===== config.mk =====
export PLATFORM = sky130hd
export DESIGN_NAME = rd_ddr_port_ctrl
export DESIGN_NICKNAME = d
export VERILOG_FILES = /design/src/logic/ddr_rd_pkg.sv /design/src/logic/edge_sync.sv /design/src/logic/rd_ddr_port_ctrl.sv /design/src/logic/rd_req_issuer.sv /design/src/logic/relay_queue_tracker.sv /design/src/logic/tx_round_fsm.sv
export VERILOG_INCLUDE_DIRS = /design/src /design/src/logic
export SDC_FILE = /design/constraint.sdc
export NUM_CORES = 1
export LEC_CHECK = 0
export BUFFER_PORTS_ARGS = -buffer_cell sky130_fd_sc_hd__buf_4
export CAP_MARGIN = 0
export CORE_ASPECT_RATIO = 0.5
export CORE_UTILIZATION = 30
export CTS_CLUSTER_SIZE = 14
export DETAILED_ROUTE_END_ITERATION = 8
export GPL_ROUTABILITY_DRIVEN = 0
export PLACE_DENSITY = 0.53
export REMOVE_ABC_BUFFERS = 1
export SLEW_MARGIN = 20
export SYNTH_ARGS = -nofsm -noshare
export SYNTH_HDL_FRONTEND = slang
export SYNTH_SLANG_ARGS = --single-unit

===== constraint.sdc =====
create_clock -name i_clk -period 39.2 [get_ports i_clk]
set_input_delay 1.96 -clock i_clk [delete_from_list [all_inputs] [get_ports i_clk]]
set_output_delay 1.96 -clock i_clk [all_outputs]
set_load 0.01 [all_outputs]

===== src/logic/ddr_rd_settings.svh =====
`ifndef DDR_RD_SETTINGS_SVH
`define DDR_RD_SETTINGS_SVH

// Byte count width of one read request
`define DDR_RD_SIZE_W 32

// Relay queues and the width of a queue number
`define DDR_RD_QUEUE_NUM 8
`define DDR_RD_QUEUE_W 3

// Synchronizer depths for the asynchronous read-side levels
`define DDR_RD_READY_SYNC 3
`define DDR_RD_FINISH_SYNC 2

`endif


===== src/logic/ddr_rd_pkg.sv =====
package ddr_rd_pkg;

    `include "ddr_rd_settings.svh"

    // Transmit round states
    typedef enum logic [2:0] {
        TX_IDLE     = 3'd0,
        TX_UNLOCAL  = 3'd1,
        TX_MY_TWO   = 3'd2,
        TX_RECV_TWO = 3'd3,
        TX_LOCAL    = 3'd4,
        TX_RELAY    = 3'd5
    } tx_state_e;

    typedef logic [`DDR_RD_SIZE_W-1:0] byte_cnt_t;

    typedef logic [`DDR_RD_QUEUE_W-1:0] queue_t;

    // Queue 0 sits in the low bits
    typedef logic [`DDR_RD_QUEUE_NUM*`DDR_RD_SIZE_W-1:0] relay_sizes_t;

endpackage


===== src/logic/edge_sync.sv =====
`timescale 1ns/1ps

module edge_sync #(
    parameter int STAGES = 2
) (
    input  logic i_clk,
    input  logic i_rst,
    input  logic i_level,
    output logic o_rise
);

    logic [STAGES-1:0] r_sync;

    // Oldest sample sits in the top bit
    always_ff @(posedge i_clk or posedge i_rst) begin
        if (i_rst) begin
            r_sync <= '0;
        end else begin
            r_sync <= {r_sync[STAGES-2:0], i_level};
        end
    end

    // One-cycle pulse on a low to high change between the last two stages
    assign o_rise = r_sync[STAGES-2] & ~r_sync[STAGES-1];

endmodule


===== src/logic/rd_ddr_port_ctrl.sv =====
`timescale 1ns/1ps

`include "ddr_rd_settings.svh"

module rd_ddr_port_ctrl import ddr_rd_pkg::*; (
    input  logic         i_clk,
    input  logic         i_rst,

    input  logic         i_unlocal_valid,
    input  byte_cnt_t    i_unlocal_size,
    input  queue_t       i_unlocal_queue,
    input  logic         i_send_local2_valid,
    input  byte_cnt_t    i_send_local2_size,
    input  queue_t       i_send_local2_queue,
    input  logic         i_local_direct_valid,
    input  byte_cnt_t    i_local_direct_size,
    input  queue_t       i_local_direct_queue,
    input  logic         i_recv_local2_valid,
    input  byte_cnt_t    i_recv_local2_size,
    input  relay_sizes_t i_tx_relay,
    input  logic         i_tx_relay_valid,

    output logic         o_rd_flag,
    output queue_t       o_rd_queue,
    output byte_cnt_t    o_rd_byte,
    output logic         o_rd_byte_valid,
    input  logic         i_rd_byte_ready,
    input  logic         i_rd_queue_finish,

    input  logic         i_forward_req,
    output logic         o_forward_resp,
    input  logic         i_forward_finish,
    output logic         o_forward_valid
);

    logic      ready_pulse;
    logic      finish_pulse;
    logic      src_pending;
    queue_t    src_queue;
    byte_cnt_t src_size;
    logic      src_remote;
    logic      round_idle;
    logic      relay_active;
    logic      relay_pending_any;
    queue_t    relay_queue;
    byte_cnt_t relay_size;
    logic      relay_done;

    //////////////////////////////////////////////////////////////////////
    // Read-side levels into the clock domain

    edge_sync #(
        .STAGES (`DDR_RD_READY_SYNC)
    ) u_ready_sync (
        .i_clk   (i_clk),
        .i_rst   (i_rst),
        .i_level (i_rd_byte_ready),
        .o_rise  (ready_pulse)
    );

    edge_sync #(
        .STAGES (`DDR_RD_FINISH_SYNC)
    ) u_finish_sync (
        .i_clk   (i_clk),
        .i_rst   (i_rst),
        .i_level (i_rd_queue_finish),
        .o_rise  (finish_pulse)
    );

    //////////////////////////////////////////////////////////////////////
    // Round control, relay queues and request output

    tx_round_fsm u_tx_round_fsm (
        .i_clk                (i_clk),
        .i_rst                (i_rst),
        .i_unlocal_valid      (i_unlocal_valid),
        .i_unlocal_size       (i_unlocal_size),
        .i_unlocal_queue      (i_unlocal_queue),
        .i_send_local2_valid  (i_send_local2_valid),
        .i_send_local2_size   (i_send_local2_size),
        .i_send_local2_queue  (i_send_local2_queue),
        .i_local_direct_valid (i_local_direct_valid),
        .i_local_direct_size  (i_local_direct_size),
        .i_local_direct_queue (i_local_direct_queue),
        .i_recv_local2_valid  (i_recv_local2_valid),
        .i_recv_local2_size   (i_recv_local2_size),
        .i_finish_pulse       (finish_pulse),
        .i_forward_req        (i_forward_req),
        .i_forward_finish     (i_forward_finish),
        .i_relay_pending_any  (relay_pending_any),
        .i_relay_queue        (relay_queue),
        .i_relay_size         (relay_size),
        .i_relay_done         (relay_done),
        .o_src_pending        (src_pending),
        .o_src_queue          (src_queue),
        .o_src_size           (src_size),
        .o_src_remote         (src_remote),
        .o_round_idle         (round_idle),
        .o_relay_active       (relay_active),
        .o_forward_resp       (o_forward_resp),
        .o_forward_valid      (o_forward_valid)
    );

    relay_queue_tracker u_relay_queue_tracker (
        .i_clk               (i_clk),
        .i_rst               (i_rst),
        .i_tx_relay          (i_tx_relay),
        .i_tx_relay_valid    (i_tx_relay_valid),
        .i_relay_active      (relay_active),
        .i_finish_pulse      (finish_pulse),
        .o_relay_queue       (relay_queue),
        .o_relay_size        (relay_size),
        .o_relay_pending_any (relay_pending_any),
        .o_relay_done        (relay_done)
    );

    rd_req_issuer u_rd_req_issuer (
        .i_clk           (i_clk),
        .i_rst           (i_rst),
        .i_src_pending   (src_pending),
        .i_src_queue     (src_queue),
        .i_src_size      (src_size),
        .i_src_remote    (src_remote),
        .i_round_idle    (round_idle),
        .i_ready_pulse   (ready_pulse),
        .i_finish_pulse  (finish_pulse),
        .o_rd_flag       (o_rd_flag),
        .o_rd_queue      (o_rd_queue),
        .o_rd_byte       (o_rd_byte),
        .o_rd_byte_valid (o_rd_byte_valid)
    );

endmodule


===== src/logic/rd_req_issuer.sv =====
`timescale 1ns/1ps

module rd_req_issuer import ddr_rd_pkg::*; (
    input  logic      i_clk,
    input  logic      i_rst,
    input  logic      i_src_pending,
    input  queue_t    i_src_queue,
    input  byte_cnt_t i_src_size,
    input  logic      i_src_remote,
    input  logic      i_round_idle,
    input  logic      i_ready_pulse,
    input  logic      i_finish_pulse,
    output logic      o_rd_flag,
    output queue_t    o_rd_queue,
    output byte_cnt_t o_rd_byte,
    output logic      o_rd_byte_valid
);

    logic r_ddr_lock;
    logic accept;
    logic issue;

    // Memory side took the request
    assign accept = o_rd_byte_valid && i_ready_pulse;

    assign issue = i_src_pending && !r_ddr_lock && !o_rd_byte_valid;

    //////////////////////////////////////////////////////////////////////
    // Request registers

    always_ff @(posedge i_clk or posedge i_rst) begin
        if (i_rst) begin
            o_rd_flag       <= 1'b0;
            o_rd_queue      <= '0;
            o_rd_byte       <= '0;
            o_rd_byte_valid <= 1'b0;
        end else if (accept) begin
            // Fields stay put for the memory side
            o_rd_byte_valid <= 1'b0;
        end else if (i_round_idle) begin
            o_rd_flag       <= 1'b0;
            o_rd_queue      <= '0;
            o_rd_byte       <= '0;
            o_rd_byte_valid <= 1'b0;
        end else if (issue) begin
            o_rd_flag       <= i_src_remote;
            o_rd_queue      <= i_src_queue;
            o_rd_byte       <= i_src_size;
            o_rd_byte_valid <= 1'b1;
        end
    end

    //////////////////////////////////////////////////////////////////////
    // DDR lock for the one read in flight

    always_ff @(posedge i_clk or posedge i_rst) begin
        if (i_rst) begin
            r_ddr_lock <= 1'b0;
        end else if (i_finish_pulse) begin
            r_ddr_lock <= 1'b0;
        end else if (o_rd_byte_valid) begin
            r_ddr_lock <= 1'b1;
        end
    end

endmodule


===== src/logic/relay_queue_tracker.sv =====
`timescale 1ns/1ps

`include "ddr_rd_settings.svh"

module relay_queue_tracker import ddr_rd_pkg::*; (
    input  logic         i_clk,
    input  logic         i_rst,
    input  relay_sizes_t i_tx_relay,
    input  logic         i_tx_relay_valid,
    input  logic         i_relay_active,
    input  logic         i_finish_pulse,
    output queue_t       o_relay_queue,
    output byte_cnt_t    o_relay_size,
    output logic         o_relay_pending_any,
    output logic         o_relay_done
);

    localparam int QN = `DDR_RD_QUEUE_NUM;
    localparam int SW = `DDR_RD_SIZE_W;

    relay_sizes_t  r_sizes;
    logic          r_valid;
    logic          r_valid_1d;
    logic [QN-1:0] r_pending;
    logic [QN-1:0] lowest;
    logic [QN-1:0] nonzero;
    logic          clear_all;

    assign clear_all = i_relay_active && o_relay_done;

    always_ff @(posedge i_clk or posedge i_rst) begin
        if (i_rst) begin
            r_sizes    <= '0;
            r_valid    <= 1'b0;
            r_valid_1d <= 1'b0;
        end else if (clear_all) begin
            r_sizes    <= '0;
            r_valid    <= 1'b0;
            r_valid_1d <= 1'b0;
        end else begin
            if (i_tx_relay_valid) begin
                r_sizes <= i_tx_relay;
                r_valid <= 1'b1;
            end
            r_valid_1d <= r_valid;
        end
    end

    always_comb begin
        for (int i = 0; i < QN; i++)
            nonzero[i] = (r_sizes[i*SW +: SW] != '0);
    end

    // Isolate the lowest set bit
    assign lowest = r_pending & (~r_pending + 1'b1);

    //////////////////////////////////////////////////////////////////////
    // Pending bits armed once per capture

    always_ff @(posedge i_clk or posedge i_rst) begin
        if (i_rst) begin
            r_pending <= '0;
        end else if (clear_all) begin
            r_pending <= '0;
        end else if (r_valid && !r_valid_1d) begin
            r_pending <= nonzero;
        end else if (i_relay_active && i_finish_pulse) begin
            r_pending <= r_pending & ~lowest;
        end
    end

    // Lowest pending queue wins
    always_comb begin
        o_relay_queue = '0;
        for (int i = QN - 1; i >= 0; i--) begin
            if (r_pending[i])
                o_relay_queue = queue_t'(i);
        end
    end

    assign o_relay_size        = r_sizes[o_relay_queue*SW +: SW];
    assign o_relay_pending_any = |r_pending;

    // Either nothing to relay, or every pending queue has been served
    assign o_relay_done = (r_valid && r_sizes == '0) ||
                          (r_valid_1d && r_pending == '0);

endmodule


===== src/logic/tx_round_fsm.sv =====
`timescale 1ns/1ps

module tx_round_fsm import ddr_rd_pkg::*; (
    input  logic      i_clk,
    input  logic      i_rst,

    input  logic      i_unlocal_valid,
    input  byte_cnt_t i_unlocal_size,
    input  queue_t    i_unlocal_queue,
    input  logic      i_send_local2_valid,
    input  byte_cnt_t i_send_local2_size,
    input  queue_t    i_send_local2_queue,
    input  logic      i_local_direct_valid,
    input  byte_cnt_t i_local_direct_size,
    input  queue_t    i_local_direct_queue,
    input  logic      i_recv_local2_valid,
    input  byte_cnt_t i_recv_local2_size,

    input  logic      i_finish_pulse,
    input  logic      i_forward_req,
    input  logic      i_forward_finish,

    input  logic      i_relay_pending_any,
    input  queue_t    i_relay_queue,
    input  byte_cnt_t i_relay_size,
    input  logic      i_relay_done,

    output logic      o_src_pending,
    output queue_t    o_src_queue,
    output byte_cnt_t o_src_size,
    output logic      o_src_remote,
    output logic      o_round_idle,
    output logic      o_relay_active,
    output logic      o_forward_resp,
    output logic      o_forward_valid
);

    tx_state_e r_state;
    tx_state_e next_state;

    logic      r_unlocal_valid;
    byte_cnt_t r_unlocal_size;
    queue_t    r_unlocal_queue;
    logic      r_send_valid;
    byte_cnt_t r_send_size;
    queue_t    r_send_queue;
    logic      r_local_valid;
    byte_cnt_t r_local_size;
    queue_t    r_local_queue;
    logic      r_recv_valid;
    byte_cnt_t r_recv_size;

    //////////////////////////////////////////////////////////////////////
    // Source descriptors

    // Unlocal starts the round and is dropped only once the round moves on
    always_ff @(posedge i_clk or posedge i_rst) begin
        if (i_rst) begin
            r_unlocal_valid <= 1'b0;
            r_unlocal_size  <= '0;
            r_unlocal_queue <= '0;
        end else if (r_state == TX_MY_TWO) begin
            r_unlocal_valid <= 1'b0;
            r_unlocal_size  <= '0;
            r_unlocal_queue <= '0;
        end else if (i_unlocal_valid) begin
            r_unlocal_valid <= 1'b1;
            r_unlocal_size  <= i_unlocal_size;
            r_unlocal_queue <= i_unlocal_queue;
        end
    end

    always_ff @(posedge i_clk or posedge i_rst) begin
        if (i_rst) begin
            r_send_valid  <= 1'b0;
            r_send_size   <= '0;
            r_send_queue  <= '0;
            r_local_valid <= 1'b0;
            r_local_size  <= '0;
            r_local_queue <= '0;
            r_recv_valid  <= 1'b0;
            r_recv_size   <= '0;
        end else if (r_state == TX_IDLE) begin
            r_send_valid  <= 1'b0;
            r_send_size   <= '0;
            r_send_queue  <= '0;
            r_local_valid <= 1'b0;
            r_local_size  <= '0;
            r_local_queue <= '0;
            r_recv_valid  <= 1'b0;
            r_recv_size   <= '0;
        end else begin
            if (i_send_local2_valid) begin
                r_send_valid <= 1'b1;
                r_send_size  <= i_send_local2_size;
                r_send_queue <= i_send_local2_queue;
            end
            if (i_local_direct_valid) begin
                r_local_valid <= 1'b1;
                r_local_size  <= i_local_direct_size;
                r_local_queue <= i_local_direct_queue;
            end
            if (i_recv_local2_valid) begin
                r_recv_valid <= 1'b1;
                r_recv_size  <= i_recv_local2_size;
            end
        end
    end

    //////////////////////////////////////////////////////////////////////
    // Round sequencing

    always_ff @(posedge i_clk or posedge i_rst) begin
        if (i_rst) begin
            r_state <= TX_IDLE;
        end else begin
            r_state <= next_state;
        end
    end

    always_comb begin
        next_state = r_state;
        case (r_state)
            TX_IDLE: begin
                if (i_unlocal_valid)
                    next_state = TX_UNLOCAL;
            end
            TX_UNLOCAL: begin
                if (i_finish_pulse || (r_unlocal_valid && r_unlocal_size == '0))
                    next_state = TX_MY_TWO;
            end
            TX_MY_TWO: begin
                if (r_send_valid && (r_send_size == '0 || i_finish_pulse))
                    next_state = TX_LOCAL;
            end
            TX_LOCAL: begin
                if (r_local_valid && (r_local_size == '0 || i_finish_pulse))
                    next_state = TX_RECV_TWO;
            end
            // The forward partner reads memory itself
            TX_RECV_TWO: begin
                if (r_recv_valid && (r_recv_size == '0 || i_forward_finish))
                    next_state = TX_RELAY;
            end
            TX_RELAY: begin
                if (i_relay_done)
                    next_state = TX_IDLE;
            end
            default: next_state = TX_IDLE;
        endcase
    end

    // Descriptor of the current state towards the issuer
    always_comb begin
        o_src_pending = 1'b0;
        o_src_queue   = '0;
        o_src_size    = '0;
        case (r_state)
            TX_UNLOCAL: begin
                o_src_pending = r_unlocal_valid && r_unlocal_size != '0;
                o_src_queue   = r_unlocal_queue;
                o_src_size    = r_unlocal_size;
            end
            TX_MY_TWO: begin
                o_src_pending = r_send_valid && r_send_size != '0;
                o_src_queue   = r_send_queue;
                o_src_size    = r_send_size;
            end
            TX_LOCAL: begin
                o_src_pending = r_local_valid && r_local_size != '0;
                o_src_queue   = r_local_queue;
                o_src_size    = r_local_size;
            end
            TX_RELAY: begin
                o_src_pending = i_relay_pending_any;
                o_src_queue   = i_relay_queue;
                o_src_size    = i_relay_size;
            end
            default: ;
        endcase
    end

    assign o_src_remote   = (r_state == TX_UNLOCAL);
    assign o_round_idle   = (r_state == TX_IDLE);
    assign o_relay_active = (r_state == TX_RELAY);

    //////////////////////////////////////////////////////////////////////
    // Forward grant

    always_ff @(posedge i_clk or posedge i_rst) begin
        if (i_rst) begin
            o_forward_resp  <= 1'b0;
            o_forward_valid <= 1'b0;
        end else begin
            if (o_forward_resp && i_forward_req)
                o_forward_resp <= 1'b0;
            else if (r_state == TX_RECV_TWO && i_forward_req)
                o_forward_resp <= 1'b1;

            if (r_state != TX_RECV_TWO)
                o_forward_valid <= 1'b0;
            else if (i_forward_req)
                o_forward_valid <= 1'b1;
        end
    end

endmodule


==> impl_metrics.py <==
metrics = {
    "critical_path": {
        "startpoint": "i_tx_relay_valid",
        "critPathBufInv": 3,
        "cp-start-kind": "primary input",
        "r2r-start": "u_relay_queue_tracker.r_sizes[128]$_DFFE_PP0P_",
        "cpMaxStageDelayCell": "buf_4",
        "critPathKind": "primary input to flip-flop",
        "cp_max_fo": 91,
        "critPathMaxStageDelay_ns": 0.94,
        "worstPathArrival_ns": 4.98,
        "crit_chain": "buf_8 > buf_4 > buf_4 > mux2i_1 > nor2_1",
        "cpMostUsedCell": "buf_4",
        "worstPathRequired_ns": 39.62,
        "worstSetupEndpointType": "flip-flop",
        "crit_family": "buffers and inverters",
    },
    "cts": {
        "cts-htree-levels": 2,
        "cts-root-buf": "clkbuf_16",
        "cts_made_buffers": 47,
        "clk_pin_slew_ns": 0.06,
        "hold_buffers": 0,
        "clockBufferDepth": 3,
        "post_cts_buffers": 0,
        "ctsResizeCount": 0,
        "clk_latency_ns": 0.57,
        "clock-sinks": 455,
        "cts_tree": "yes",
    },
    "synthesis": {
        "synthCells": 2292,
        "synth_ff_type": "dfrtp_1",
        "syn-mean-instance-area_um2": 9.78,
        "synth_seq_area_share_pct": 50.8,
        "synthesis.area_mm2": 0.0224,
        "synthDistinctLibCells": 46,
        "postSynth.asyncResetShare_pct": 100,
        "synth-edff-count": 0,
        "ys_ff_latch": 455,
        "ys_warn_count": 0,
    },
    "global_routing": {
        "antenna_found_initial": 5,
        "grt_start_max_net_pins": 171,
        "grt_pass1_wl_mm": 120,
        "gr-total-overflow": 0,
        "grt_pass1_vias": 18800,
        "track_usage_pct": 20.9,
    },
    "routing": {
        "wl_per_cell_um": 22.5,
        "vias": 18700,
        "viasPerCell": 5.13,
        "antenna_left": 0,
        "first_iter_violations": 1403,
        "drt-pass1-iter-count": 7,
        "drt_wl_total_mm": 81.7,
        "drc_errors": 0,
    },
    "die": {
        "die-area_mm2": 0.0759,
        "io_pins": 443,
        "start_util_pct": 30.5,
        "die_y_um": 195,
        "num_rows": 70,
        "dieWidth_um": 389,
        "fp.coreArea_mm2": 0.0735,
    },
    "sta": {
        "finalSetupViolations": 0,
        "fin_skew_ns": 0.0181,
        "fin_crit_sh_pct": 11.6,
        "max_freq_mhz": 219,
        "tns_ns": 0,
        "period_needed_ns": 4.56,
        "maxSlewViolCount": 0,
        "rsz0062_at_grt": "false",
        "finalHoldViolations": 0,
        "slew_headroom_pct": 28.9,
        "tightest_slew_ns": 1.07,
    },
    "placed_design": {
        "portBuffers": 442,
        "placed_cell_area_mm2": 0.0264,
        "dp_hpwl_mm": 58.6,
        "place_inst": 3552,
    },
    "min_path": {
        "hp-start": "u_ready_sync.r_sync[0]$_DFF_PP0_",
        "hold_path_class": "flip-flop to flip-flop",
    },
    "cells_and_area": {
        "syn_to_final_growth_pct": 24.7,
        "fin_cells": 3638,
        "fin_area_mm2": 0.0280,
        "drive_above_1_share_pct": 21.7,
        "fin_nets": 3033,
    },
    "power": {
        "power.leakage_nw": 13.2,
        "total_power_mw": 1.57,
        "p_per_area_mw_per_mm2": 56.0,
        "peakVddDrop_uv": 33.1,
    },
    "run": {
        "drv_cap": 0,
    },
    "run_status": {
        "status": "finished clean",
    },
}
==> metrics by stage <==
stage	hold slack (ns)	setup WS (ns)	utilization [%]
after CTS	0.342	34.75	38.0
after floorplan	0.331	24.56	-
after global placement	0.336	34.19	35.9
after global routing	0.359	34.57	38.0
final	0.343	34.64	38.0
after detailed placement	0.337	34.17	36.0
==> flip-flops by register name (all words and copies together) (netlist names), 8 cells and up <==
signal / flops
u_relay_queue_tracker.r_sizes: 256
u_tx_round_fsm.r_local_size: 32
u_rd_req_issuer.o_rd_byte: 32
u_tx_round_fsm.r_send_size: 32
u_tx_round_fsm.r_recv_size: 32
u_relay_queue_tracker.r_pending: 8
u_tx_round_fsm.r_unlocal_size: 32
==> layout by cell type, fill, tap and decap left out, types with 5 or more instances in the layout <==
cell / n
buf_4: 463
dfrtp_1: 455
nor2_1: 451
mux2i_1: 410
nand2_1: 247
nand4_1: 133
nor4_1: 98
nand3_1: 59
clkbuf_16: 49
a22oi_1: 35
o211ai_1: 32
o21ai_0: 29
a21oi_1: 27
nand3b_1: 25
a31oi_1: 18
or2_2: 15
clkbuf_1: 12
mux2_2: 10
or2_1: 10
clkbuf_8: 10
clkinv_2: 8
inv_1: 6
nand2b_1: 5
o22ai_1: 5
==> logic make-up after synthesis <==
group	count (synthesis)	share of synthesized area [%]
xor gates and xnor gates	1	0.0391
and+or+nand+nor	1060	21.5
DFF	455	50.8
buffers and inverters	187	3.84
AOI/OAI and AO/OA	169	4.99
muxes	420	18.8
==> layout make-up <==
type | count | area (um^2)
Fill cell | 7304 | 45500
Antenna cell | 4 | 10.0
Timing Repair Buffer | 468 | 3570
Clock inverter | 11 | 109
Tap cell | 972 | 1220
Sequential cell | 455 | 11400
Clock buffer | 71 | 1410
Multi-Input combinational cell | 1650 | 10200
Inverter | 7 | 33.8
==> where the power goes <==
group	internal (mW)	total, mW	leakage (nW)	switching [mW]
sequential	0.574	0.663	5.49	0.0890
combinational	0.171	0.448	6.97	0.277
clock	0.260	0.454	0.754	0.194
==> cell usage after synthesis (25+ instances only) <==
cell type    n  area share [%]
dfrtp_1    455              51
nor2_1     451             7.5
mux2i_1    410              18
nand2_1    250             4.2
nand4_1    133             3.7
nor4_1      98             2.7
clkbuf_1    97             1.6
nand3_1     59             1.3
a22oi_1     35             1.2
o211ai_1    32             1.1
o21ai_0     29            0.65
a21oi_1     28            0.62
buf_1       27            0.45
buf_4       26            0.87
nand3b_1    25            0.84
==> path summary, 6_finish.rpt <==
check / end / slack, ns / cells after the start
max: u_relay_queue_tracker.r_sizes[13]$_DFFE_PP0P_ / 34.64 / 5
min: u_ready_sync.r_sync[1]$_DFF_PP0_ / 0.34 / 0
max reg2reg: u_relay_queue_tracker.r_sizes[36]$_DFFE_PP0P_ / 34.82 / 8
min reg2reg: u_ready_sync.r_sync[1]$_DFF_PP0_ / 0.34 / 0
max in group asynchronous: u_relay_queue_tracker.r_sizes[211]$_DFFE_PP0P_ / 35.41 / 4
min in group asynchronous: u_relay_queue_tracker.r_sizes[110]$_DFFE_PP0P_ / 1.55 / 2
==> per-layer routing <==
layer | routed length, um | up-vias | track usage (%)
met3 | 2740 | 113 | 2.05
met4 | 2470 | 0 | 7.17
li1 | - | 8747 | -
met1 | 33000 | 9380 | 25.7
met2 | 43500 | 438 | 38.2
met5 | 0 | - | 0
==> worst reg2reg max path, delay by kind of cell, from the launching register on <==
kind / cells / cell delay, ns
DFF: 1 / 0.43
buffers and inverters: 1 / 0.56
AOI/OAI and AO/OA: 1 / 0.34
and+or+nand+nor: 6 / 2.87
(Power assumes the default switching activity.)
